[config.mk]
export PLATFORM = sky130hd
export DESIGN_NAME = conv_stage_flat
export DESIGN_NICKNAME = d
export VERILOG_FILES = /design/src/rtl/cnn_pkg.sv /design/src/rtl/pix_stream_if.sv /design/src/rtl/conv_stage.sv /design/src/flat_wrapper.sv
export VERILOG_INCLUDE_DIRS = /design/src /design/src/include
export SDC_FILE = /design/constraint.sdc
export NUM_CORES = 2
export LEC_CHECK = 0
export BUFFER_PORTS_ARGS = -buffer_cell sky130_fd_sc_hd__buf_2
export CORE_MARGIN = 2
export CORE_UTILIZATION = 45
export DETAILED_ROUTE_END_ITERATION = 8
export MAX_ROUTING_LAYER = met4
export PLACE_DENSITY = 0.66
export SLEW_MARGIN = 40
export SYNTH_ARGS = -nofsm -noshare
export SYNTH_HDL_FRONTEND = slang
export SYNTH_SLANG_ARGS = --single-unit
[constraint.sdc]
create_clock -name clk -period 12.8 [get_ports clk]
set_clock_uncertainty 0.2 [all_clocks]
set_input_delay 0.64 -clock clk [delete_from_list [all_inputs] [get_ports clk]]
set_output_delay 0.64 -clock clk [all_outputs]
set_load 0.01 [all_outputs]
[src/include/cnn_defines.svh]
`ifndef CNN_DEFINES_SVH
`define CNN_DEFINES_SVH

// ********************
// geometry
// ********************
`define IMG_DIM      8   // input image side
`define KER_DIM      3   // conv kernel side
`define CONV_DIM     6   // IMG_DIM - KER_DIM + 1
`define POOL_DIM     3   // conv side after 2x2 pooling
`define POOL_LEN     9   // pooled values per frame
`define NUM_CLASSES  4   // dense layer outputs

// ********************
// requantization
// ********************
`define CONV_SHIFT   6   // arithmetic shift after conv sum
`define DENSE_SHIFT  5   // arithmetic shift after dense sum

// ********************
// load port address map
// ********************
`define LOAD_AW      7   // byte address width of the load port
`define ADDR_IMG     0   // 64 image bytes, row major
`define ADDR_KER     64  // 9 kernel taps, row major
`define ADDR_CBIAS   73  // single conv bias
`define ADDR_DW      80  // class c input k at 80 + 9c + k
`define ADDR_DBIAS   116 // class c at 116 + c

// region ends, first address past each block
`define ADDR_KER_END    (`ADDR_KER + `KER_DIM * `KER_DIM)
`define ADDR_DW_END     (`ADDR_DW + `NUM_CLASSES * `POOL_LEN)
`define ADDR_DBIAS_END  (`ADDR_DBIAS + `NUM_CLASSES)

`endif
[src/rtl/cnn_pkg.sv]
`default_nettype none

`include "cnn_defines.svh"

package cnn_pkg;

    typedef logic signed [7:0]  pixel_t;     // image value or any int8 feature
    typedef logic signed [7:0]  weight_t;    // kernel tap, dense weight, bias
    typedef logic signed [23:0] acc_t;       // wide enough for 9-tap sums
    typedef logic signed [7:0]  score_t;     // requantized class score
    typedef logic [`LOAD_AW-1:0] load_addr_t;
    typedef logic [1:0]         class_t;

    typedef pixel_t window_t [`KER_DIM * `KER_DIM]; // 3x3 neighbourhood, row major

    typedef enum logic [1:0] {IDLE, SCAN, FLUSH} scan_state_t;

    // bias add, arithmetic shift, clamp to int8
    function automatic pixel_t requant(acc_t acc, weight_t bias, int shift);
        acc_t q;
        q = (acc + bias) >>> shift;
        if (q > acc_t'(127))
            return 8'sd127;
        else if (q < acc_t'(-128))
            return -8'sd128;
        return pixel_t'(q);
    endfunction

endpackage

`default_nettype wire

[src/rtl/pix_stream_if.sv]
`default_nettype none

// one int8 feature per valid strobe, no back-pressure
interface pix_stream_if;
    import cnn_pkg::*;

    logic       valid;  // one-cycle strobe
    pixel_t     data;
    logic [2:0] row;    // position of data in its feature map
    logic [2:0] col;
    logic       last;   // final item of the frame

    modport src (
        output valid, data, row, col, last
    );

    modport dst (
        input valid, data, row, col, last
    );

endinterface

`default_nettype wire

[src/rtl/conv_stage.sv]
`default_nettype none

`include "cnn_defines.svh"

module conv_stage (
    input  logic                clk,
    input  logic                rst,
    input  logic                start,
    input  logic                load_en,
    input  cnn_pkg::load_addr_t load_addr,
    input  cnn_pkg::weight_t    load_data,
    input  logic                win_valid,
    input  cnn_pkg::window_t    win,
    input  logic                win_last,
    output logic                conv_done,
    pix_stream_if.src           out
);
    import cnn_pkg::*;

    weight_t           ker [`KER_DIM * `KER_DIM];
    weight_t           cbias;
    logic signed [15:0] prod [`KER_DIM * `KER_DIM];  // step 1 products
    logic              prod_valid;
    logic              prod_last;
    acc_t              sum;
    logic [2:0]        cnt_row;   // position of next output
    logic [2:0]        cnt_col;

    // kernel and bias from the load port
    always_ff @(posedge clk)
    begin
        if (load_en && load_addr >= 7'(`ADDR_KER) && load_addr < 7'(`ADDR_KER_END))
            ker[4'(load_addr - 7'(`ADDR_KER))] <= load_data;
        if (load_en && load_addr == 7'(`ADDR_CBIAS))
            cbias <= load_data;
    end

    // ********************
    // step 1, multiply
    // ********************
    always_ff @(posedge clk)
    begin
        if (win_valid)
        begin
            for (int k = 0; k < `KER_DIM * `KER_DIM; k++)
                prod[k] <= win[k] * ker[k];
        end
    end

    always_comb
    begin
        sum = '0;
        for (int k = 0; k < `KER_DIM * `KER_DIM; k++)
            sum = sum + prod[k];  // sign extended into acc width
    end

    // ********************
    // step 2, sum and requant
    // ********************
    always_ff @(posedge clk)
    begin
        if (prod_valid)
        begin
            out.data <= requant(sum, cbias, `CONV_SHIFT);
            out.row  <= cnt_row;
            out.col  <= cnt_col;
        end
    end

    always_ff @(posedge clk)
    begin
        if (rst)
        begin
            prod_valid <= 1'b0;
            prod_last  <= 1'b0;
            out.valid  <= 1'b0;
            out.last   <= 1'b0;
            cnt_row    <= '0;
            cnt_col    <= '0;
            conv_done  <= 1'b0;
        end
        else
        begin
            prod_valid <= win_valid;
            prod_last  <= win_valid && win_last;
            out.valid  <= prod_valid;
            out.last   <= prod_valid && prod_last;
            if (start)
            begin
                cnt_row <= '0;
                cnt_col <= '0;
            end
            else if (prod_valid)
            begin
                if (cnt_col == 3'(`CONV_DIM - 1))
                begin
                    cnt_col <= '0;
                    cnt_row <= cnt_row + 3'd1;
                end
                else
                    cnt_col <= cnt_col + 3'd1;
            end
            if (start)
                conv_done <= 1'b0;
            else if (out.valid && out.last)
                conv_done <= 1'b1;  // level until next frame
        end
    end

endmodule

`default_nettype wire

[src/flat_wrapper.sv]
// flat-port wrapper written by rule: the top's interface ports become plain ports
module conv_stage_flat import cnn_pkg::*;
  (clk, rst, start, load_en, load_addr, load_data, win_valid, win, win_last, conv_done, out_valid, out_data, out_row, out_col, out_last);
  pix_stream_if out_i ();
  input  logic clk;
  input  logic rst;
  input  logic start;
  input  logic load_en;
  input  cnn_pkg::load_addr_t load_addr;
  input  cnn_pkg::weight_t load_data;
  input  logic win_valid;
  input  cnn_pkg::window_t win;
  input  logic win_last;
  output logic conv_done;
  output wire logic [$bits(out_i.valid)-1:0] out_valid;
  output wire logic [$bits(out_i.data)-1:0] out_data;
  output wire logic [$bits(out_i.row)-1:0] out_row;
  output wire logic [$bits(out_i.col)-1:0] out_col;
  output wire logic [$bits(out_i.last)-1:0] out_last;
  assign out_valid = out_i.valid;
  assign out_data = out_i.data;
  assign out_row = out_i.row;
  assign out_col = out_i.col;
  assign out_last = out_i.last;
  conv_stage u_core (.clk(clk), .rst(rst), .start(start), .load_en(load_en), .load_addr(load_addr), .load_data(load_data), .win_valid(win_valid), .win(win), .win_last(win_last), .conv_done(conv_done), .out(out_i));
endmodule
==> impl_metrics.env <==
export IMPL_layout_nets=4329
export IMPL_ctsHoldBuffers=0
export IMPL_grt_max_degree=84
export IMPL_antenna_found_initial=9
export IMPL_grt_overflow_total=0
export IMPL_vias=21200
export IMPL_drt_iter0_drc=1151
export IMPL_die_x_um=278
export IMPL_post_drt_wl_per_cell_um=16.5
export IMPL_fillerInstances=6822
export IMPL_yosysWarnings=0
export IMPL_period_minus_slack_ps=8270
export IMPL_pre_cts_slack_ps=4600
export IMPL_grt_pass1_wl_um=119000
export IMPL_cts_tree="yes"
export IMPL_rsz0062_at_grt="no"
export IMPL_cpPeakStageDelay_ps=530
export IMPL_drive_gt1_share_pct=5.84
export IMPL_yosysTopAreaCell="fa_1"
export IMPL_hp_start="rst"
export IMPL_fin_crit_sh_pct=64.6
export IMPL_hold_viol_final=0
export IMPL_syn_avg_cell_area_um2=10.6
export IMPL_pin_count=110
export IMPL_vias_per_cell=4.91
export IMPL_core_area_mm2=0.0743
export IMPL_port_buffers=109
export IMPL_slew_viol_final=0
export IMPL_cts_buffers=29
export IMPL_grt_pass1_vias=22500
export IMPL_fin_ws_ps=4530
export IMPL_insertion_delay_ps=590
export IMPL_startpoint_type="flip-flop"
export IMPL_critPathKind="flip-flop to flip-flop"
export IMPL_worstPathRequired_ps=13010
export IMPL_crit_slowest_cell="fa_1"
export IMPL_synth_async_sr_flop_share_pct=0
export IMPL_clockBufferDepth=3
export IMPL_yosysMostFrequentCell="inv_1"
export IMPL_cap_violations=0
export IMPL_die_area_mm2=0.0772
export IMPL_start_util_pct=45.4
export IMPL_synth_edf_count=238
export IMPL_max_freq_ghz=0.121
export IMPL_cts_setup_buffers=0
export IMPL_ys_top_cells_by_count="inv_1 (807), fa_1 (618), and2_1 (344)"
export IMPL_ctsResizeCount=0
export IMPL_drt_wl_total_um=71200
export IMPL_synth_area_leaders="fa_1 (37%), edfxtp_1 (21%), ha_1 (11%)"
export IMPL_htreeDepth=1
export IMPL_tightest_slew_ps=802
export IMPL_yosysTopAreaCellShare_pct=36.6
export IMPL_hold_class="primary input to flip-flop"
export IMPL_syn_nets=4194
export IMPL_cts_root_buffer="clkbuf_16"
export IMPL_ys_ff_latch=249
export IMPL_gp_congestion=0.902
export IMPL_grt_usage_pct=20.1
export IMPL_status="completed"
export IMPL_path_common_cell="fa_1"
export IMPL_synth_top_flop_cell="edfxtp_1"
export IMPL_timing_rr_start="u_core.prod[0][1]"
export IMPL_tns_ps=0
export IMPL_synth_distinct_cells=61
export IMPL_first_pass_iters=5
export IMPL_synth_cells=3183
export IMPL_seq_area_frac_synth_pct=21.8
export IMPL_fin_util_pct=49.1
export IMPL_die_h_um=278
export IMPL_rows=100
export IMPL_max_slew_margin_pct=46.5
export IMPL_cts_sinks=249
export IMPL_post_route_drc_count=0
export IMPL_finalSetupViolCount=0
export IMPL_crit_path_end_kind="flip-flop"
export IMPL_cp_arrival_ps=8480
export IMPL_postRouteAntennaNets=0
export IMPL_clk_pin_slew_ps=60
export IMPL_synth_area_mm2=0.0338
export IMPL_dp_hpwl_um=59400
export IMPL_crit_path_start="u_core.prod[0][1]"
export IMPL_crit_fanout=7
export IMPL_syn_to_final_growth_pct=8.12
[path summary, 6_finish.rpt]
path,depth (start not counted),to,slack [ps]
min,2,u_core.prod_valid,80
min reg2reg,1,u_core.out.last,240
max reg2reg,31,u_core.out.data[3],4530
max,31,u_core.out.data[3],4530
[kinds of logic after synthesis]
group	count (synthesis)	synth area share [%]
mux	3	0.0963
xor+xnor	159	4.17
simple gates	804	12.6
fa+ha+maj	918	47.8
flops	249	21.8
buf+inv	816	9.07
compound gates	234	4.47
[routing by layer]
metal	vias to the layer above	GRT usage, %	share of wire (%)
met5	-	-	0
met4	0	3.23	1.5
met3	69	1.82	4.6
met2	392	32.4	47
met1	10700	28.2	47
li1	9985	-	-
[flip-flops by register name (all words and copies together), names as in the netlist]
register	cells
u_core.cnt_row	3
u_core.cbias	8
u_core.out.col	3
u_core.prod	144
u_core.prod_valid	1
u_core.cnt_col	3
u_core.out.last	1
u_core.conv_done	1
u_core.out.data	8
u_core.prod_last	1
u_core.ker	72
u_core.out.row	3
u_core.out.valid	1
[cell type report]
| cell class | count | area, um2 | share of cell area (%) |
|---|---|---|---|
| Multi-Input combinational cell | 2118 | 23400 | 64.0 |
| Sequential cell | 249 | 7370 | 20.2 |
| Inverter | 807 | 3030 | 8.30 |
| Tap cell | 969 | 1210 | 3.32 |
| Clock buffer | 36 | 772 | 2.11 |
| Timing Repair Buffer | 113 | 586 | 1.60 |
| Clock inverter | 17 | 154 | 0.422 |
| Antenna cell | 4 | 10.0 | 0.0274 |
[worst max-delay path: cells and delay by family (launching register included)]
kind | cells | cell delay (ps)
buffers and inverters | 3 | 170
adders and majority gates | 8 | 3540
DFF | 1 | 410
and+or+nand+nor | 3 | 290
AOI/OAI and AO/OA | 17 | 3460
[placed cells by master (no fill, tap or decap), types with 18 or more instances in the layout]
master,synthesis,final
xnor2_1,140,140
nand2b_1,72,72
nand2_1,224,224
a21boi_0,19,19
edfxtp_1,238,238
o21ai_0,67,67
buf_2,1,108
fa_1,618,618
a21o_1,22,22
nor2_1,79,78
inv_1,807,807
a21oi_1,64,64
ha_1,300,300
and2_1,344,344
nor3_1,19,18
clkbuf_16,0,29
[through the flow]
stage / cell area, um2 / hold slack, ps / std cells
after floorplan: 33800 / 206 / 3183
after global placement: 35500 / 209 / 4256
after detailed placement: 35600 / 220 / 4256
after CTS: 36500 / 53.3 / 4309
after global routing: 36500 / 75.8 / 4313
final: 36500 / 77.6 / 4313
Power is not shown: default switching activity piles up to over one toggle a cycle in this logic, so the estimate is an artifact.
