$ cat config.mk
export PLATFORM = sky130hd
export DESIGN_NAME = dense_stage_flat
export DESIGN_NICKNAME = d
export VERILOG_FILES = /design/src/rtl/cnn_pkg.sv /design/src/rtl/pix_stream_if.sv /design/src/rtl/dense_stage.sv /design/src/flat_wrapper.sv
export VERILOG_INCLUDE_DIRS = /design/src /design/src/include
export SDC_FILE = /design/constraint.sdc
export NUM_CORES = 2
export LEC_CHECK = 0
export ABC_CLOCK_PERIOD_IN_PS = 16000
export BUFFER_PORTS_ARGS = -buffer_cell sky130_fd_sc_hd__buf_2
export CAP_MARGIN = 30
export CORE_ASPECT_RATIO = 1.5
export CORE_MARGIN = 1.5
export CORE_UTILIZATION = 30
export CTS_BUF_LIST = sky130_fd_sc_hd__clkbuf_8
export CTS_CLUSTER_SIZE = 10
export DETAILED_ROUTE_END_ITERATION = 10
export MAX_ROUTING_LAYER = met4
export PLACE_DENSITY = 0.52
export SLEW_MARGIN = 25
export SYNTH_ARGS = -nofsm -noshare
export SYNTH_HDL_FRONTEND = slang
export SYNTH_SLANG_ARGS = --single-unit
$ cat constraint.sdc
create_clock -name clk -period 16 [get_ports clk]
set_input_delay 4 -clock clk [delete_from_list [all_inputs] [get_ports clk]]
set_output_delay 4 -clock clk [all_outputs]
set_load 0.02 [all_outputs]
$ cat src/include/cnn_defines.svh
`ifndef CNN_DEFINES_SVH
`define CNN_DEFINES_SVH

// ********************
// geometry
// ********************
`define IMG_DIM      8   // input image side
`define KER_DIM      3   // conv kernel side
`define CONV_DIM     6   // IMG_DIM - KER_DIM + 1
`define POOL_DIM     3   // conv side after 2x2 pooling
`define POOL_LEN     9   // pooled values per frame
`define NUM_CLASSES  4   // dense layer outputs

// ********************
// requantization
// ********************
`define CONV_SHIFT   6   // arithmetic shift after conv sum
`define DENSE_SHIFT  5   // arithmetic shift after dense sum

// ********************
// load port address map
// ********************
`define LOAD_AW      7   // byte address width of the load port
`define ADDR_IMG     0   // 64 image bytes, row major
`define ADDR_KER     64  // 9 kernel taps, row major
`define ADDR_CBIAS   73  // single conv bias
`define ADDR_DW      80  // class c input k at 80 + 9c + k
`define ADDR_DBIAS   116 // class c at 116 + c

// region ends, first address past each block
`define ADDR_KER_END    (`ADDR_KER + `KER_DIM * `KER_DIM)
`define ADDR_DW_END     (`ADDR_DW + `NUM_CLASSES * `POOL_LEN)
`define ADDR_DBIAS_END  (`ADDR_DBIAS + `NUM_CLASSES)

`endif
$ cat src/rtl/cnn_pkg.sv
`default_nettype none

`include "cnn_defines.svh"

package cnn_pkg;

    typedef logic signed [7:0]  pixel_t;     // image value or any int8 feature
    typedef logic signed [7:0]  weight_t;    // kernel tap, dense weight, bias
    typedef logic signed [23:0] acc_t;       // wide enough for 9-tap sums
    typedef logic signed [7:0]  score_t;     // requantized class score
    typedef logic [`LOAD_AW-1:0] load_addr_t;
    typedef logic [1:0]         class_t;

    typedef pixel_t window_t [`KER_DIM * `KER_DIM]; // 3x3 neighbourhood, row major

    typedef enum logic [1:0] {IDLE, SCAN, FLUSH} scan_state_t;

    // bias add, arithmetic shift, clamp to int8
    function automatic pixel_t requant(acc_t acc, weight_t bias, int shift);
        acc_t q;
        q = (acc + bias) >>> shift;
        if (q > acc_t'(127))
            return 8'sd127;
        else if (q < acc_t'(-128))
            return -8'sd128;
        return pixel_t'(q);
    endfunction

endpackage

`default_nettype wire

$ cat src/rtl/pix_stream_if.sv
`default_nettype none

// one int8 feature per valid strobe, no back-pressure
interface pix_stream_if;
    import cnn_pkg::*;

    logic       valid;  // one-cycle strobe
    pixel_t     data;
    logic [2:0] row;    // position of data in its feature map
    logic [2:0] col;
    logic       last;   // final item of the frame

    modport src (
        output valid, data, row, col, last
    );

    modport dst (
        input valid, data, row, col, last
    );

endinterface

`default_nettype wire

$ cat src/rtl/dense_stage.sv
`default_nettype none

`include "cnn_defines.svh"

module dense_stage (
    input  logic                clk,
    input  logic                rst,
    input  logic                start,
    input  logic                load_en,
    input  cnn_pkg::load_addr_t load_addr,
    input  cnn_pkg::weight_t    load_data,
    input  cnn_pkg::class_t     class_sel,
    output cnn_pkg::score_t     score,
    output logic                dense_done,
    pix_stream_if.dst           in
);
    import cnn_pkg::*;

    weight_t    dw [`NUM_CLASSES * `POOL_LEN];  // class major
    weight_t    dbias [`NUM_CLASSES];
    acc_t       acc [`NUM_CLASSES];
    acc_t       acc_next [`NUM_CLASSES];
    score_t     score_q [`NUM_CLASSES];
    logic [3:0] pos;                            // flat index of pooled value

    // ********************
    // weight memory
    // ********************
    always_ff @(posedge clk)
    begin
        if (load_en && load_addr >= 7'(`ADDR_DW) && load_addr < 7'(`ADDR_DW_END))
            dw[6'(load_addr - 7'(`ADDR_DW))] <= load_data;
        if (load_en && load_addr >= 7'(`ADDR_DBIAS) && load_addr < 7'(`ADDR_DBIAS_END))
            dbias[2'(load_addr - 7'(`ADDR_DBIAS))] <= load_data;
    end

    assign pos = 4'(in.row * `POOL_DIM + in.col);

    // one pooled value feeds all classes at once
    always_comb
    begin
        for (int c = 0; c < `NUM_CLASSES; c++)
            acc_next[c] = acc[c] + in.data * dw[6'(c * `POOL_LEN + int'(pos))];
    end

    // ********************
    // accumulate
    // ********************
    always_ff @(posedge clk)
    begin
        if (start)
        begin
            for (int c = 0; c < `NUM_CLASSES; c++)
                acc[c] <= '0;
        end
        else if (in.valid)
            acc <= acc_next;
    end

    // requant straight from acc_next so scores land with done
    always_ff @(posedge clk)
    begin
        if (in.valid && in.last)
        begin
            for (int c = 0; c < `NUM_CLASSES; c++)
                score_q[c] <= requant(acc_next[c], dbias[c], `DENSE_SHIFT);
        end
    end

    always_ff @(posedge clk)
    begin
        if (rst)
            dense_done <= 1'b0;
        else if (start)
            dense_done <= 1'b0;
        else if (in.valid && in.last)
            dense_done <= 1'b1;  // held until next frame
    end

    assign score = score_q[class_sel];  // host read mux

endmodule

`default_nettype wire

$ cat src/flat_wrapper.sv
// flat-port wrapper written by rule: the top's interface ports become plain ports
module dense_stage_flat import cnn_pkg::*;
  (clk, rst, start, load_en, load_addr, load_data, class_sel, score, dense_done, in_valid, in_data, in_row, in_col, in_last);
  pix_stream_if in_i ();
  input  logic clk;
  input  logic rst;
  input  logic start;
  input  logic load_en;
  input  cnn_pkg::load_addr_t load_addr;
  input  cnn_pkg::weight_t load_data;
  input  cnn_pkg::class_t class_sel;
  output cnn_pkg::score_t score;
  output logic dense_done;
  input wire logic [$bits(in_i.valid)-1:0] in_valid;
  input wire logic [$bits(in_i.data)-1:0] in_data;
  input wire logic [$bits(in_i.row)-1:0] in_row;
  input wire logic [$bits(in_i.col)-1:0] in_col;
  input wire logic [$bits(in_i.last)-1:0] in_last;
  assign in_i.valid = in_valid;
  assign in_i.data = in_data;
  assign in_i.row = in_row;
  assign in_i.col = in_col;
  assign in_i.last = in_last;
  dense_stage u_core (.clk(clk), .rst(rst), .start(start), .load_en(load_en), .load_addr(load_addr), .load_data(load_data), .class_sel(class_sel), .score(score), .dense_done(dense_done), .in(in_i));
endmodule
==> metrics.cfg <==
[run_status]
run_status=finished, final reports clean

[synth]
synth_area_per_cell_um2=11.3
biggest_area_contributors_in_the_synthesized_netlist=sky130_fd_sc_hd__edfxtp_1 26%, sky130_fd_sc_hd__mux4_2 15%, sky130_fd_sc_hd__fa_1 11%
number_of_warnings_reported_in_the_yosys_synthesis_log=0
synth_adder_area_share_pct=20.5
ys_ff_latch=449
postSynthCellCount=3657
ys_seq_area_share_pct=30.3
async_flop_share_pct=0
mappedNetlistArea_mm2=0.0413
syn_nets=4232
edff_count_synth=352
yosysUniqueCellTypes=99
synth-compound-area-share_pct=9.84
post_synth_xor_area_fraction_pct=5.00
top_reg_cell_synth=sky130_fd_sc_hd__edfxtp_1
synth_largest_area_cell=sky130_fd_sc_hd__edfxtp_1
area_share_of_the_largest_cell_type_after_synthesis_pct=25.6
synth_simple_gate_area_share_pct=11.3
synthMuxAreaShare_pct=17.8
dominant_combinational_cell_family_by_area_after_synthesis=adder cells

[detailed_routing]
drt-total-wl_mm=115
final_routed_wire_length_divided_by_cell_count_um=20.3
detail-route-antenna-nets=0
remaining_drc_errors=0
routed-via-count=29300
drtIter0Drc=1627
drt-vias-per-instance=5.15
detailedRoute.firstPassIterationCount=5

[die]
core_area_mm2=0.136
die_area_mm2=0.140
floorplan.initialDensity_pct=30.2
placementRows=166
ios=46
die_extent_in_y_um=457
floorplan_die_width_um=306

[clock_network]
clk_pin_slew_worst_paths_ns=0.05
tritoncts.num_buffers=79
h-tree-depth=3
clock_tree.buffer_depth=3
post_cts_hold_buffer_count=0
cts_tree=built
clk_latency_ns=0.75
cts_post_setup_buffers_inserted=0
number_of_gates_resized_after_cts=0
clock_tree.root_cell=sky130_fd_sc_hd__clkbuf_8
count_of_clock_tree_sinks=449

[timing]
timing_hold_violations_final=0
final.setup.tns_ns=0
max_fclk_mhz=66.6
finalCritPeriodShare_pct=93.9
report.final.setup_viol=0
max_slew_headroom_pct=32.7
max_slew_violation_count=0
max_slew.worst_pin.slew_ns=1.01
layout_min_cycle_time_ns=15.03
rsz0062_at_grt=false
clock-skew-final_ns=0.0433

[setup_path]
endpoint=u_core.score_q[3][4]$_DFFE_PP_
worst-setup-path-type=primary input to flip-flop
timing.critical_path.max_delay_family=adder cells
critical_path_cell_count=49
cp_num_buf_inv=9
crit_path_max_fanout=18
setup.worst_path.start_class=primary input
reg2reg_to=u_core.score_q[0][2]$_DFFE_PP_
cp_slowest_stage_delay_ns=0.63
most_frequent_cell_on_the_critical_path=sky130_fd_sc_hd__fa_1
worst_r2r_path_depth=39
critical_path.startpoint=in_col[1]
cp_data_arrival_time_ns=15.50
rrSetupSlack_ns=5.87
cpMaxStageDelayCell=sky130_fd_sc_hd__fa_1
critical_path.reg2reg.startpoint=u_core.dw[11][0]$_DFFE_PP_
worst_path_required_ns=16.47
crit_end_category=flip-flop

[grt]
grt_usage_pct=17.1
grt_max_degree=72
global_route_wire_length_before_repair_mm=180
grt_pass1_vias=31300
grt_antenna_before_repair=5
grt_overflow_total=0

[place]
post-dp-hpwl_mm=89.2
placedCellCount=5532
io_buffers=45
globalplace.congestion=0.853

[final_layout]
multi_input_comb_area_mm2=0.0267
drive_gt1_share_pct=18.4
fill_cells=13600
stdcell_count=5684
area.growth.synth_to_final_pct=12.8
layout.nets=4426
sequential_cell_area_mm2=0.0125

[worst_hold_path]
hold_depth=2
min_delay_startpoint=u_core.acc[18]$_SDFFE_PP0P_
worstHoldPathType=flip-flop to flip-flop

[flow_run]
max_cap_viol_count=0

how the worst min path moves through the flow:
| stage | endpoint | slack (ns) |
|---|---|---|
| global route | u_core.acc[18]$_SDFFE_PP0P_ | 0.50 |
| detailed placement | u_core.acc[18]$_SDFFE_PP0P_ | 0.47 |
| global placement | u_core.acc[22]$_SDFFE_PP0P_ | 0.47 |
| floorplan | u_core.acc[18]$_SDFFE_PP0P_ | 0.45 |
| finish | u_core.acc[18]$_SDFFE_PP0P_ | 0.48 |
| CTS | u_core.acc[18]$_SDFFE_PP0P_ | 0.48 |
through the flow:
stage | setup WS (ns) | area, µm² | hold WS, ns | utilization, %
3_3_place_gp | 0.220 | 44900 | 0.468 | 32.9
5_1_grt | 0.0529 | 46600 | 0.502 | 34.1
2_1_floorplan | 0.0866 | 41300 | 0.455 | -
3_5_place_dp | 0.176 | 45000 | 0.472 | 33.0
6_report | 0.974 | 46600 | 0.476 | 34.1
4_1_cts | 0.954 | 46500 | 0.482 | 34.1
cells by family after synthesis:
kind of cell,count (synthesis)
buffers and inverters,563
AO/OA/AOI/OAI,595
adder cells (fa/ha/maj),538
XOR/XNOR,227
flip-flops,449
multiplexers,385
AND/OR/NAND/NOR,900
layout make-up:
class                      instances  share of cell area (%)
clock buffer                      84                    2.48
multi-input combinational       2645                    57.4
tap                             1764                    4.74
sequential                       449                    26.9
timing repair buffer             252                    4.26
inverter                         424                    3.42
antenna                            5                  0.0269
clock inverter                    61                   0.825
placed cells by master (no fill, tap or decap), drive strengths merged, types with 8 or more instances in the layout:
| cell type | Yosys | routed |
|---|---|---|
| inv | 422 | 449 |
| edfxtp | 352 | 352 |
| ha | 307 | 307 |
| mux4 | 279 | 279 |
| buf | 42 | 252 |
| fa | 231 | 231 |
| nor2 | 230 | 230 |
| nand2 | 166 | 166 |
| a21oi | 154 | 154 |
| xnor2 | 153 | 153 |
| and2 | 145 | 145 |
| mux2i | 98 | 98 |
| nor2b | 97 | 97 |
| dfxtp | 97 | 97 |
| o21ai | 95 | 95 |
| clkbuf | 97 | 84 |
| a21o | 83 | 83 |
| xor2 | 71 | 71 |
| nor3 | 47 | 47 |
| nand3 | 46 | 46 |
| nand2b | 44 | 44 |
| a211oi | 36 | 36 |
| a31oi | 30 | 30 |
| clkinv | 2 | 29 |
| o21bai | 26 | 26 |
| o211ai | 25 | 25 |
| o21a | 24 | 24 |
| nand3b | 20 | 20 |
| or3 | 18 | 18 |
| nand4 | 18 | 18 |
| and3 | 17 | 17 |
| or2 | 15 | 15 |
| o31ai | 13 | 13 |
| nor3b | 11 | 11 |
| a22oi | 11 | 11 |
| a31o | 10 | 10 |
| o311ai | 9 | 9 |
| mux2 | 8 | 8 |
worst register-to-register path, delay by kind of cell (launching register included):
| kind | cells | cell delay [ns] |
|---|---|---|
| AO/OA/AOI/OAI | 17 | 3.29 |
| adder cells (fa/ha/maj) | 7 | 3.01 |
| multiplexers | 2 | 1.18 |
| XOR/XNOR | 3 | 1.13 |
| AND/OR/NAND/NOR | 5 | 0.66 |
| flip-flops | 1 | 0.44 |
| buffers and inverters | 5 | 0.26 |
cells in the mapped netlist (144+ instances only):
cell                         n
sky130_fd_sc_hd__a21oi_1   152
sky130_fd_sc_hd__and2_1    144
sky130_fd_sc_hd__edfxtp_1  352
sky130_fd_sc_hd__fa_1      231
sky130_fd_sc_hd__ha_1      307
sky130_fd_sc_hd__inv_1     419
sky130_fd_sc_hd__mux4_2    279
sky130_fd_sc_hd__nand2_1   166
sky130_fd_sc_hd__nor2_1    230
sky130_fd_sc_hd__xnor2_1   150
state kept, by name, summed over array words and instances (netlist names):
register           count
u_core.dw            288
u_core.acc            96
u_core.dbias          32
u_core.score_q        32
u_core.dense_done      1
per-layer routing:
layer	GRT usage, %	wire [µm]	vias up
met1	17.7	42900	14700
met5	-	0	-
met4	7.06	4820	0
met2	32.5	63400	720
li1	-	-	13600
met3	1.91	4310	235
Power is left out: the tool's default activity adds up to more than one toggle a clock period on the data nets, which glitch-free logic cannot reach.
