===== src/include/cnn_defines.svh =====
`ifndef CNN_DEFINES_SVH
`define CNN_DEFINES_SVH

// ********************
// geometry
// ********************
`define IMG_DIM      8   // input image side
`define KER_DIM      3   // conv kernel side
`define CONV_DIM     6   // IMG_DIM - KER_DIM + 1
`define POOL_DIM     3   // conv side after 2x2 pooling
`define POOL_LEN     9   // pooled values per frame
`define NUM_CLASSES  4   // dense layer outputs

// ********************
// requantization
// ********************
`define CONV_SHIFT   6   // arithmetic shift after conv sum
`define DENSE_SHIFT  5   // arithmetic shift after dense sum

// ********************
// load port address map
// ********************
`define LOAD_AW      7   // byte address width of the load port
`define ADDR_IMG     0   // 64 image bytes, row major
`define ADDR_KER     64  // 9 kernel taps, row major
`define ADDR_CBIAS   73  // single conv bias
`define ADDR_DW      80  // class c input k at 80 + 9c + k
`define ADDR_DBIAS   116 // class c at 116 + c

// region ends, first address past each block
`define ADDR_KER_END    (`ADDR_KER + `KER_DIM * `KER_DIM)
`define ADDR_DW_END     (`ADDR_DW + `NUM_CLASSES * `POOL_LEN)
`define ADDR_DBIAS_END  (`ADDR_DBIAS + `NUM_CLASSES)

`endif

===== src/rtl/cnn_pkg.sv =====
`default_nettype none

`include "cnn_defines.svh"

package cnn_pkg;

    typedef logic signed [7:0]  pixel_t;     // image value or any int8 feature
    typedef logic signed [7:0]  weight_t;    // kernel tap, dense weight, bias
    typedef logic signed [23:0] acc_t;       // wide enough for 9-tap sums
    typedef logic signed [7:0]  score_t;     // requantized class score
    typedef logic [`LOAD_AW-1:0] load_addr_t;
    typedef logic [1:0]         class_t;

    typedef pixel_t window_t [`KER_DIM * `KER_DIM]; // 3x3 neighbourhood, row major

    typedef enum logic [1:0] {IDLE, SCAN, FLUSH} scan_state_t;

    // bias add, arithmetic shift, clamp to int8
    function automatic pixel_t requant(acc_t acc, weight_t bias, int shift);
        acc_t q;
        q = (acc + bias) >>> shift;
        if (q > acc_t'(127))
            return 8'sd127;
        else if (q < acc_t'(-128))
            return -8'sd128;
        return pixel_t'(q);
    endfunction

endpackage

`default_nettype wire


===== src/rtl/pix_stream_if.sv =====
`default_nettype none

// one int8 feature per valid strobe, no back-pressure
interface pix_stream_if;
    import cnn_pkg::*;

    logic       valid;  // one-cycle strobe
    pixel_t     data;
    logic [2:0] row;    // position of data in its feature map
    logic [2:0] col;
    logic       last;   // final item of the frame

    modport src (
        output valid, data, row, col, last
    );

    modport dst (
        input valid, data, row, col, last
    );

endinterface

`default_nettype wire


===== src/rtl/pool_stage.sv =====
`default_nettype none

`include "cnn_defines.svh"

module pool_stage (
    input  logic      clk,
    input  logic      rst,
    input  logic      start,
    output logic      pool_done,
    pix_stream_if.dst in,
    pix_stream_if.src out
);
    import cnn_pkg::*;

    pixel_t pair_lo;                 // even column value of current pair
    pixel_t rowbuf [`POOL_DIM];      // pair maxima of the even row
    pixel_t pair_max;
    logic   odd_pos;                 // odd row and odd column

    function automatic pixel_t max2(pixel_t a, pixel_t b);
        return (a > b) ? a : b;      // signed compare
    endfunction

    assign pair_max = max2(pair_lo, in.data);
    assign odd_pos  = in.row[0] && in.col[0];

    // ********************
    // pair and row buffer
    // ********************
    always_ff @(posedge clk)
    begin
        if (in.valid)
        begin
            if (!in.col[0])
                pair_lo <= in.data;
            else if (!in.row[0])
                rowbuf[in.col[2:1]] <= pair_max;  // col >> 1
        end
    end

    always_ff @(posedge clk)
    begin
        if (in.valid && odd_pos)
        begin
            out.data <= max2(rowbuf[in.col[2:1]], pair_max);
            out.row  <= in.row >> 1;
            out.col  <= in.col >> 1;
        end
    end

    // ********************
    // control
    // ********************
    always_ff @(posedge clk)
    begin
        if (rst)
        begin
            out.valid <= 1'b0;
            out.last  <= 1'b0;
            pool_done <= 1'b0;
        end
        else
        begin
            out.valid <= in.valid && odd_pos;
            out.last  <= in.valid && odd_pos && in.last; // conv (5,5) gives ninth output
            if (start)
                pool_done <= 1'b0;
            else if (out.valid && out.last)
                pool_done <= 1'b1;
        end
    end

endmodule

`default_nettype wire


===== src/flat_wrapper.sv =====
// flat-port wrapper written by rule: the top's interface ports become plain ports
module pool_stage_flat import cnn_pkg::*;
  (clk, rst, start, pool_done, in_valid, in_data, in_row, in_col, in_last, out_valid, out_data, out_row, out_col, out_last);
  pix_stream_if in_i ();
  pix_stream_if out_i ();
  input  logic clk;
  input  logic rst;
  input  logic start;
  output logic pool_done;
  input wire logic [$bits(in_i.valid)-1:0] in_valid;
  input wire logic [$bits(in_i.data)-1:0] in_data;
  input wire logic [$bits(in_i.row)-1:0] in_row;
  input wire logic [$bits(in_i.col)-1:0] in_col;
  input wire logic [$bits(in_i.last)-1:0] in_last;
  output wire logic [$bits(out_i.valid)-1:0] out_valid;
  output wire logic [$bits(out_i.data)-1:0] out_data;
  output wire logic [$bits(out_i.row)-1:0] out_row;
  output wire logic [$bits(out_i.col)-1:0] out_col;
  output wire logic [$bits(out_i.last)-1:0] out_last;
  assign in_i.valid = in_valid;
  assign in_i.data = in_data;
  assign in_i.row = in_row;
  assign in_i.col = in_col;
  assign in_i.last = in_last;
  assign out_valid = out_i.valid;
  assign out_data = out_i.data;
  assign out_row = out_i.row;
  assign out_col = out_i.col;
  assign out_last = out_i.last;
  pool_stage u_core (.clk(clk), .rst(rst), .start(start), .pool_done(pool_done), .in(in_i), .out(out_i));
endmodule

===== config.mk =====
export PLATFORM = sky130hd
export DESIGN_NAME = pool_stage_flat
export DESIGN_NICKNAME = d
export VERILOG_FILES = /design/src/rtl/cnn_pkg.sv /design/src/rtl/pix_stream_if.sv /design/src/rtl/pool_stage.sv /design/src/flat_wrapper.sv
export VERILOG_INCLUDE_DIRS = /design/src /design/src/include
export SDC_FILE = /design/constraint.sdc
export NUM_CORES = 1
export LEC_CHECK = 0
export ABC_CLOCK_PERIOD_IN_PS = 3840
export BUFFER_PORTS_ARGS = -buffer_cell sky130_fd_sc_hd__buf_2
export CORE_MARGIN = 2
export CORE_UTILIZATION = 35
export DETAILED_ROUTE_END_ITERATION = 7
export PLACE_DENSITY_LB_ADDON = 0.08
export SYNTH_ARGS = -nofsm -noshare
export SYNTH_HDL_FRONTEND = slang
export SYNTH_SLANG_ARGS = --single-unit

===== constraint.sdc =====
create_clock -name clk -period 3.84 [get_ports clk]
set_input_delay 0.384 -clock clk [delete_from_list [all_inputs] [get_ports clk]]
set_output_delay 0.384 -clock clk [all_outputs]
set_load 0.1 [all_outputs]

==> results.yml, run 1 <==
run_status:
  status: "finished clean"
yosys:
  ys_async_sr_fraction_pct: 0
  netlist_area_um2: 2400
  synth-edff-count: 44
  ys.flop_type: "edfxtp_1"
  synthDistinctLibCells: 38
  synth.avg_cell_area_um2: 12.7
  ys_ff_latch: 47
  yosysWarnings: 0
  synthCells: 189
  synth-seq-area-share_pct: 57.5
die:
  dieWidth_um: 86.8
  dieArea_um2: 7540
  die_h_um: 86.8
  coreArea_um2: 6720
  num_io_pins: 36
  rows: 30
  start_util_pct: 35.7
worst_hold_path:
  hold_class: "in -> reg"
clock_tree:
  clockBufferDepth: 2
  cts.sinks: 47
  hold_buffers: 0
  clk_pin_slew_ps: 90
  root_buffer: "clkbuf_8"
  cts_tree: "built"
  insertion_delay_ps: 300
  cts-htree-levels: 2
  cts_buffers: 5
sta:
  rsz0062_at_grt: "false"
  worst_slack_ps: 161
  min_period_ps: 3680
  worst_hold_slack_ps: 236
  worst_pin_slew_ps: 981
  hold_viol: 0
  slew_violations: 0
  timing.fmax_mhz: 272
  setup_viol: 0
  fin_skew_ps: 8.39
  maxSlewHeadroom_pct: 34.0
  timing.final.crit_share_pct: 95.8
routing:
  wl_um: 5180
  ant_nets: 0
  vias: 1644
  avgViaCountPerCell: 5.22
  routedWlPerCell_um: 16.4
  firstDrtPassIters: 4
  drc: 0
  initialDrtViolationCount: 66
grt:
  grt_antenna_before_repair: 0
  grt_usage_pct: 14.3
  grt_pass1_wl_um: 8180
  grt_remaining_overflow: 0
  grt_max_degree: 21
  grt_pass1_vias: 1644
placement:
  gp_congestion: 0.813
  place_hpwl_um: 3940
  io_buffers: 33
  placed_area_um2: 2710
  dp_cells: 307
  place_ws_ps: -61.0
worst_setup_path:
  cpPeakStageDelay_ps: 510
  start_kind: "register"
  crit_chain: "ha_1 > a21oi_1 > o21ai_2 > a211o_4 > a311oi_1 > inv_1 > ha_1 > nand3_1 > o32ai_1 > mux2i_1 > and2_1 > o21ai_1"
  crit_type: "reg -> reg"
  critPathArrivalTime_ps: 3730
  crit_path_end_kind: "register"
  cp_data_required_time_ps: 3890
  crit_path_max_fanout: 9
  crit_family: "compound AO/OA/AOI/OAI gates"
  slowest_stage: "a311oi_1"
  path_common_cell: "ha_1"
  cp_num_buf_inv: 1
pwr:
  seq_power_share_pct: 46.7
  p_per_area_nw_per_um2: 454
  p_int_w: 0.000894
  p_leak_nw: 1.14
  ir_drop_mv: 0.144
  pwr-share-clk_pct: 28.9
  p_sw_share_pct: 30.6
  power_w: 0.00129
  p_sw_w: 0.000394
  combPwrFrac_pct: 24.4
layout:
  antennaDiodeCount: 0
  layout_commonest_cell: "edfxtp_1"
  fill_cells: 638
  final_cell_mix: "44 x edfxtp_1, 33 x buf_2, 21 x inv_1, 16 x ha_1, 12 x nand2_1"
  final_area_um2: 2840
  syn2layout_area_growth_pct: 18.1
  fin_nets: 269
  drive_gt1_share_pct: 28.5
  instances_no_fill: 315
flow_run:
  maxCapViolCount: 0
cell families (layout without fill, tap and decap cells):
family,count (synthesis),count (layout),share of synthesized area (%)
AO/OA/AOI/OAI,41,41,14.5
flip-flops,47,47,57.5
AND/OR/NAND/NOR,46,46,9.95
adder cells (fa/ha/maj),16,16,8.34
other,1,2,0.156
buffers and inverters,27,72,4.90
multiplexers,11,11,4.59
synthesized netlist by cell type (2+ instances only):
library cell | n | area, um2
edfxtp_1 | 44 | 1320
inv_1 | 21 | 78.8
ha_1 | 16 | 200
nand2_1 | 12 | 45.0
mux2i_1 | 11 | 110
nor2_1 | 10 | 37.5
nand3_1 | 8 | 40.0
a2111oi_0 | 7 | 61.3
a311oi_2 | 7 | 105
o21ai_0 | 6 | 30.0
o21ai_1 | 6 | 30.0
a21oi_1 | 5 | 25.0
dfxtp_1 | 3 | 60.1
nor2b_1 | 3 | 18.8
nor4b_1 | 3 | 26.3
and2_1 | 2 | 12.5
buf_4 | 2 | 15.0
clkbuf_1 | 2 | 7.51
nand4_1 | 2 | 12.5
what timing repair did:
item,4_1_cts,5_1_grt
setup endpoints to repair,0,8
gates resized for setup,0,2
buffers inserted,0,0
stage by stage:
| stage | setup TNS, ps | utilization, % |
|---|---|---|
| floorplan | 0 | - |
| global placement | 0 | 40.4 |
| detailed placement | -261 | 40.4 |
| CTS | 0 | 42.1 |
| global route | 0 | 42.2 |
| finish | 0 | 42.2 |
layer usage:
metal,global-route usage (%),routed length [um],share of wire (%),vias up
met5,0,0,0,-
li1,-,-,-,808
met3,2.67,206,4.0,7
met1,19.5,2430,47,783
met2,23.3,2460,48,46
met4,3.84,80,1.5,0
final cells by class:
type	count	area, um2	share of cell area, %
inverters	21	78.8	2.78
clock inverters	3	46.3	1.63
clock buffers	5	68.8	2.43
flip-flops and latches	47	1380	48.7
repair buffers	43	240	8.47
well taps	80	100	3.53
multi-input cells	116	920	32.4
power groups by stage:
stage | logic [W] | clock network [W] | registers [W]
floorplan | 0.000168 | 0 | 0.000666
finish | 0.000314 | 0.000372 | 0.000602
global route | 0.000345 | 0.000406 | 0.000603
global placement | 0.000304 | 0 | 0.000613
detailed placement | 0.000310 | 0 | 0.000614
CTS | 0.000311 | 0.000387 | 0.000602
path summary, 6_finish.rpt:
| kind | end | slack [ps] | start | cells past startpoint |
|---|---|---|---|---|
| setup reg to reg | u_core.out.data[3]$_DFFE_PP_ | 160 | u_core.pair_lo[2]$_DFFE_PP_ | 12 |
| setup / recovery | u_core.out.data[3]$_DFFE_PP_ | 160 | u_core.pair_lo[2]$_DFFE_PP_ | 12 |
| hold / removal | u_core.pool_done$_SDFFE_PP0P_ | 240 | start | 2 |
| hold reg to reg | u_core.pool_done$_SDFFE_PP0P_ | 510 | u_core.pool_done$_SDFFE_PP0P_ | 2 |
flip-flops by register name, indices dropped and copies added, names as in the netlist:
name and count:
u_core.rowbuf 24, u_core.out.data 8, u_core.pair_lo 8, u_core.out.col 2
u_core.out.row 2, u_core.out.last 1, u_core.out.valid 1, u_core.pool_done 1
No activity file was read; power rests on OpenSTA's default activity.
==> run 2: changes to the inputs <==
--- a/config.mk
+++ b/config.mk
@@ -8,9 +8,13 @@
 export LEC_CHECK = 0
 export ABC_CLOCK_PERIOD_IN_PS = 3840
 export BUFFER_PORTS_ARGS = -buffer_cell sky130_fd_sc_hd__buf_2
+export CAP_MARGIN = 40
+export CELL_PAD_IN_SITES_DETAIL_PLACEMENT = 1
+export CELL_PAD_IN_SITES_GLOBAL_PLACEMENT = 2
 export CORE_MARGIN = 2
 export CORE_UTILIZATION = 35
 export DETAILED_ROUTE_END_ITERATION = 7
+export MAX_ROUTING_LAYER = met4
 export PLACE_DENSITY_LB_ADDON = 0.08
 export SYNTH_ARGS = -nofsm -noshare
 export SYNTH_HDL_FRONTEND = slang
==> results.yml, run 2 (synthesized netlist as in run 1, its figures left out) <==
sta:
  timing.fmax_mhz: 291
  slew_violations: 0
  min_period_ps: 3440
  worst_hold_slack_ps: 231
  hold_viol: 0
  setup_viol: 0
  maxSlewHeadroom_pct: 44.5
  timing.final.crit_share_pct: 89.6
  fin_skew_ps: 12.1
  worst_pin_slew_ps: 830
  totalNegativeSetupSlack_ps: 0
  rsz0062_at_grt: "false"
die:
  dieWidth_um: 86.8
  rows: 30
  num_io_pins: 36
  dieArea_um2: 7540
  die_h_um: 86.8
  coreArea_um2: 6720
  start_util_pct: 35.7
clock_tree:
  root_buffer: "clkbuf_8"
  clk_pin_slew_ps: 100
  insertion_delay_ps: 310
  cts_tree: "built"
  cts_setup_buffers: 0
  cts_buffers: 5
  cts_resized: 0
  cts.sinks: 47
  clockBufferDepth: 2
  cts-htree-levels: 2
  hold_buffers: 0
pwr:
  p_leak_nw: 1.15
  ir_drop_mv: 0.134
  p_per_area_nw_per_um2: 453
placement:
  place_hpwl_um: 4370
  io_buffers: 33
  gp_congestion: 0.850
  dp_cells: 308
routing:
  routedWlPerCell_um: 17.1
  avgViaCountPerCell: 5.26
  firstDrtPassIters: 4
  ant_nets: 0
  drc: 0
  initialDrtViolationCount: 74
  vias: 1663
  wl_um: 5400
worst_hold_path:
  hold_class: "in -> reg"
worst_setup_path:
  cpPeakStageDelay_ps: 590
  crit_path_end_kind: "register"
  crit_type: "reg -> reg"
  crit_path_max_fanout: 9
  slowest_stage: "a2111oi_0"
  start_kind: "register"
  ff2ff_setup_slack_ps: 400
  cp_data_required_time_ps: 3990
  path_common_cell: "ha_1"
  critPathArrivalTime_ps: 3590
  crit_chain: "ha_1 > a211oi_2 > nor3_2 > a2111oi_0 > a311oi_2 > ha_1 > nor4b_1 > o221ai_2 > and2_1 > o21ai_1"
grt:
  grt_pass1_vias: 1712
  grt_pass1_wl_um: 8850
  grt_antenna_before_repair: 0
  grt_max_degree: 21
  grt_usage_pct: 16.0
  grt_remaining_overflow: 0
layout:
  fin_nets: 270
  regArea_um2: 1380
  syn2layout_area_growth_pct: 18.1
  instances_no_fill: 316
  final_cell_mix: "44 x edfxtp_1, 33 x buf_2, 21 x inv_1, 16 x ha_1, 12 x nand2_1"
  fin_util_pct: 42.2
  multiInputGateArea_um2: 912
  layout_commonest_cell: "edfxtp_1"
  largest_reg_flops: 24
  antennaDiodeCount: 0
  fill_cells: 712
  drive_gt1_share_pct: 28.0
flow_run:
  maxCapViolCount: 0
run_status:
  status: "finished clean"
-- run 2: worst paths after layout --
kind / cells after the start / from / to
max: 10 / u_core.pair_lo[4]$_DFFE_PP_ / u_core.out.data[1]$_DFFE_PP_
min: 2 / start / u_core.pool_done$_SDFFE_PP0P_
max reg2reg: 10 / u_core.pair_lo[4]$_DFFE_PP_ / u_core.out.data[1]$_DFFE_PP_
min reg2reg: 2 / u_core.pool_done$_SDFFE_PP0P_ / u_core.pool_done$_SDFFE_PP0P_
-- run 2: critical path: cells and delay by family (launching register included) --
| kind | cells | cell delay [ps] |
|---|---|---|
| AOI/OAI and AO/OA | 5 | 1450 |
| and+or+nand+nor | 3 | 710 |
| adders and majority gates | 2 | 690 |
| DFF | 1 | 430 |
-- run 2: power by group --
group	internal (W)	switching (W)
sequential	0.000594	0.00000752
clock	0.000197	0.000176
combinational	0.000101	0.000208
-- run 2: area by class of cell --
class	instances	share of cell area, %
clock inverters	3	1.68
multi-input cells	116	32.2
inverters	21	2.78
well taps	80	3.53
repair buffers	44	8.73
flip-flops and latches	47	48.7
clock buffers	5	2.43
-- run 2: stage by stage --
stage | total power [W] | setup WS (ps) | cell area (um2)
finish | 0.00128 | 398 | 2840
global route | 0.00135 | 96.7 | 2840
CTS | 0.00130 | 221 | 2830
detailed placement | 0.000923 | 115 | 2710
global placement | 0.000913 | 232 | 2710
floorplan | 0.000834 | 580 | 2400
-- run 2: routing by layer --
layer | GRT usage [%] | wire, um
met1 | 19.0 | 2350
met2 | 28.1 | 2890
met3 | 2.86 | 100
met4 | 3.84 | 59
met5 | - | 0
==> run 3: changes to the inputs <==
--- a/config.mk
+++ b/config.mk
@@ -6,6 +6,7 @@
 export SDC_FILE = /design/constraint.sdc
 export NUM_CORES = 1
 export LEC_CHECK = 0
+export ABC_AREA = 1
 export ABC_CLOCK_PERIOD_IN_PS = 3840
 export BUFFER_PORTS_ARGS = -buffer_cell sky130_fd_sc_hd__buf_2
 export CAP_MARGIN = 40
@@ -16,6 +17,7 @@
 export DETAILED_ROUTE_END_ITERATION = 7
 export MAX_ROUTING_LAYER = met4
 export PLACE_DENSITY_LB_ADDON = 0.08
+export SETUP_SLACK_MARGIN = 0.2
 export SYNTH_ARGS = -nofsm -noshare
 export SYNTH_HDL_FRONTEND = slang
 export SYNTH_SLANG_ARGS = --single-unit
==> results.yml, run 3 <==
die:
  dieWidth_um: 85.8
  dieArea_um2: 7370
  start_util_pct: 36.5
  rows: 29
  num_io_pins: 36
  die_h_um: 85.8
  coreArea_um2: 6420
yosys:
  synth-seq-area-share_pct: 58.9
  synthCells: 233
  synth_top_cell_by_area: "edfxtp_1"
  synth.avg_cell_area_um2: 10.1
  yosysWarnings: 0
  synthMuxAreaShare_pct: 0
  synthSimpleGateAreaFrac_pct: 23.7
  ys_async_sr_fraction_pct: 0
  synth_top_area_share_pct: 56.4
  ys.flop_type: "edfxtp_1"
  ys_ff_latch: 47
  synthAdderAreaFrac_pct: 8.54
  synth-xor-area-share_pct: 0
  synth-compound-area-share_pct: 1.98
  synthTopCellsByArea: "edfxtp_1 56%, nand2_1 12%, ha_1 8.5%, inv_1 5.9%, nand3_1 3.4%"
  synth_top_family_by_area: "simple AND/OR/NAND/NOR gates"
  synth.most_common_cell: "nand2_1"
  synth-edff-count: 44
  netlist_area_um2: 2340
  synthDistinctLibCells: 24
  synthTopCellsByCount: "74 x nand2_1, 44 x edfxtp_1, 37 x inv_1, 16 x ha_1, 16 x nand3_1"
placement:
  gp_congestion: 0.730
  place_ws_ps: 465
  place_hpwl_um: 4210
  dp_cells: 344
  io_buffers: 33
grt:
  grt_max_degree: 15
  grt_usage_pct: 16.2
  grt_pass1_vias: 1709
  grt_pass1_wl_um: 8830
  grt_remaining_overflow: 0
  grt_antenna_before_repair: 0
clock_tree:
  cts_setup_buffers: 0
  cts_tree: "built"
  cts_buffers: 5
  insertion_delay_ps: 300
  cts_resized: 0
  clk_pin_slew_ps: 90
  clockBufferDepth: 2
  hold_buffers: 0
  root_buffer: "clkbuf_8"
  cts-htree-levels: 2
  cts.sinks: 47
routing:
  drc: 0
  firstDrtPassIters: 6
  avgViaCountPerCell: 4.78
  routedWlPerCell_um: 15.0
  initialDrtViolationCount: 86
  wl_um: 5280
  vias: 1681
  ant_nets: 0
layout:
  layout_commonest_cell: "nand2_1"
  multiInputGateArea_um2: 808
  fin_nets: 309
  largest_reg_flops: 24
  instances_no_fill: 352
  drive_gt1_share_pct: 17.8
  final_cell_mix: "74 x nand2_1, 44 x edfxtp_1, 37 x inv_1, 33 x buf_2"
  syn2layout_area_growth_pct: 15.1
  antennaDiodeCount: 0
  regArea_um2: 1380
  fill_cells: 756
worst_setup_path:
  critPathArrivalTime_ps: 3270
  crit_type: "reg -> reg"
  crit_path_end_kind: "register"
  cp_data_required_time_ps: 3890
  crit_path_max_fanout: 9
  start_kind: "register"
sta:
  setup_viol: 0
  hold_viol: 0
  totalNegativeSetupSlack_ps: 0
  fin_skew_ps: 8.19
  worst_pin_slew_ps: 719
  rsz0062_at_grt: "false"
  timing.final.crit_share_pct: 83.8
  timing.fmax_mhz: 311
  min_period_ps: 3220
  slew_violations: 0
  maxSlewHeadroom_pct: 51.9
  worst_slack_ps: 623
pwr:
  ir_drop_mv: 0.195
  power_w: 0.00121
  p_per_area_nw_per_um2: 448
  p_leak_nw: 1.28
flow_run:
  maxCapViolCount: 0
run_status:
  status: "finished clean"
worst_hold_path:
  hold_class: "in -> reg"
==> run 3: cell count changes in the layout (fill, tap and decap cells not counted), sizes merged, moves of 2 or more <==
| cell | before | now |
|---|---|---|
| a2111oi | 7 | 0 |
| nor4b | 3 | 0 |
| mux2i | 11 | 0 |
| buf | 44 | 36 |
| nand4 | 2 | 10 |
| nand3 | 8 | 18 |
| nor2b | 3 | 0 |
| a311oi | 8 | 0 |
| nor3 | 2 | 4 |
| o21ai | 13 | 0 |
| inv | 22 | 37 |
| nand2 | 13 | 76 |
| a211oi | 2 | 0 |
==> run 3: power breakdown <==
| part | leakage [nW] | switching, W | internal [W] |
|---|---|---|---|
| Clock | 0.0428 | 0.000166 | 0.000128 |
| Sequential | 0.429 | 0.00000672 | 0.000600 |
| Combinational | 0.803 | 0.000226 | 0.0000809 |
==> run 3: through the flow <==
step / hold WS, ps / area, um2 / util [%]
floorplan: 456 / 2350 / -
global placement: 565 / 2610 / 40.6
detailed placement: 559 / 2610 / 40.7
CTS: 256 / 2700 / 42.0
global route: 255 / 2700 / 42.0
finish: 263 / 2700 / 42.0
==> run 3: final timing paths <==
kind / cells past startpoint / startpoint / slack (ps) / endpoint
hold reg to reg: 3 / u_core.pool_done$_SDFFE_PP0P_ / 580 / u_core.pool_done$_SDFFE_PP0P_
setup reg to reg: 21 / u_core.pair_lo[7]$_DFFE_PP_ / 620 / u_core.out.data[0]$_DFFE_PP_
setup / recovery: 21 / u_core.pair_lo[7]$_DFFE_PP_ / 620 / u_core.out.data[0]$_DFFE_PP_
hold / removal: 1 / in_row[1] / 260 / u_core.out.row[0]$_DFFE_PP_
==> run 3: cells by family after synthesis <==
group,count (synthesis)
AO/OA/AOI/OAI,8
buffers and inverters,40
other,1
AND/OR/NAND/NOR,121
adder cells (fa/ha/maj),16
flip-flops,47
==> run 3: final cells by class <==
class	instances	share of cell area [%]
Inverter	37	5.15
Multi-Input combinational cell	147	30.0
Tap cell	77	3.57
Clock inverter	2	0.464
Sequential cell	47	51.2
Clock buffer	6	2.69
Timing Repair Buffer	36	6.96
==> run 3: layer usage <==
layer / part of all wire, % / up-vias / GRT usage, % / routed length, um
li1: - / 852 / - / -
met1: 49 / 791 / 22.4 / 2610
met2: 46 / 31 / 24.8 / 2440
met3: 3.3 / 7 / 3.27 / 176
met4: 1.2 / 0 / 3.90 / 61
met5: 0 / - / - / 0
==> run 3: worst max-delay path, cell delays in order, from the launching register on <==
cell and delay, ps:
edfxtp_1 400, ha_1 350, a21o_2 250, nor2_4 110, nand2_1 70, nand2_2 170, nand3_4 140, nand2_1 110
nand2_1 100, ha_1 320, nand2_1 100, inv_1 50, nand2_1 50, nand2_1 40, nand2_1 50, nand2_1 40
nand2_1 50, nand2_1 60, nand2_2 150, inv_1 170, nand2_1 100, nand2_1 60
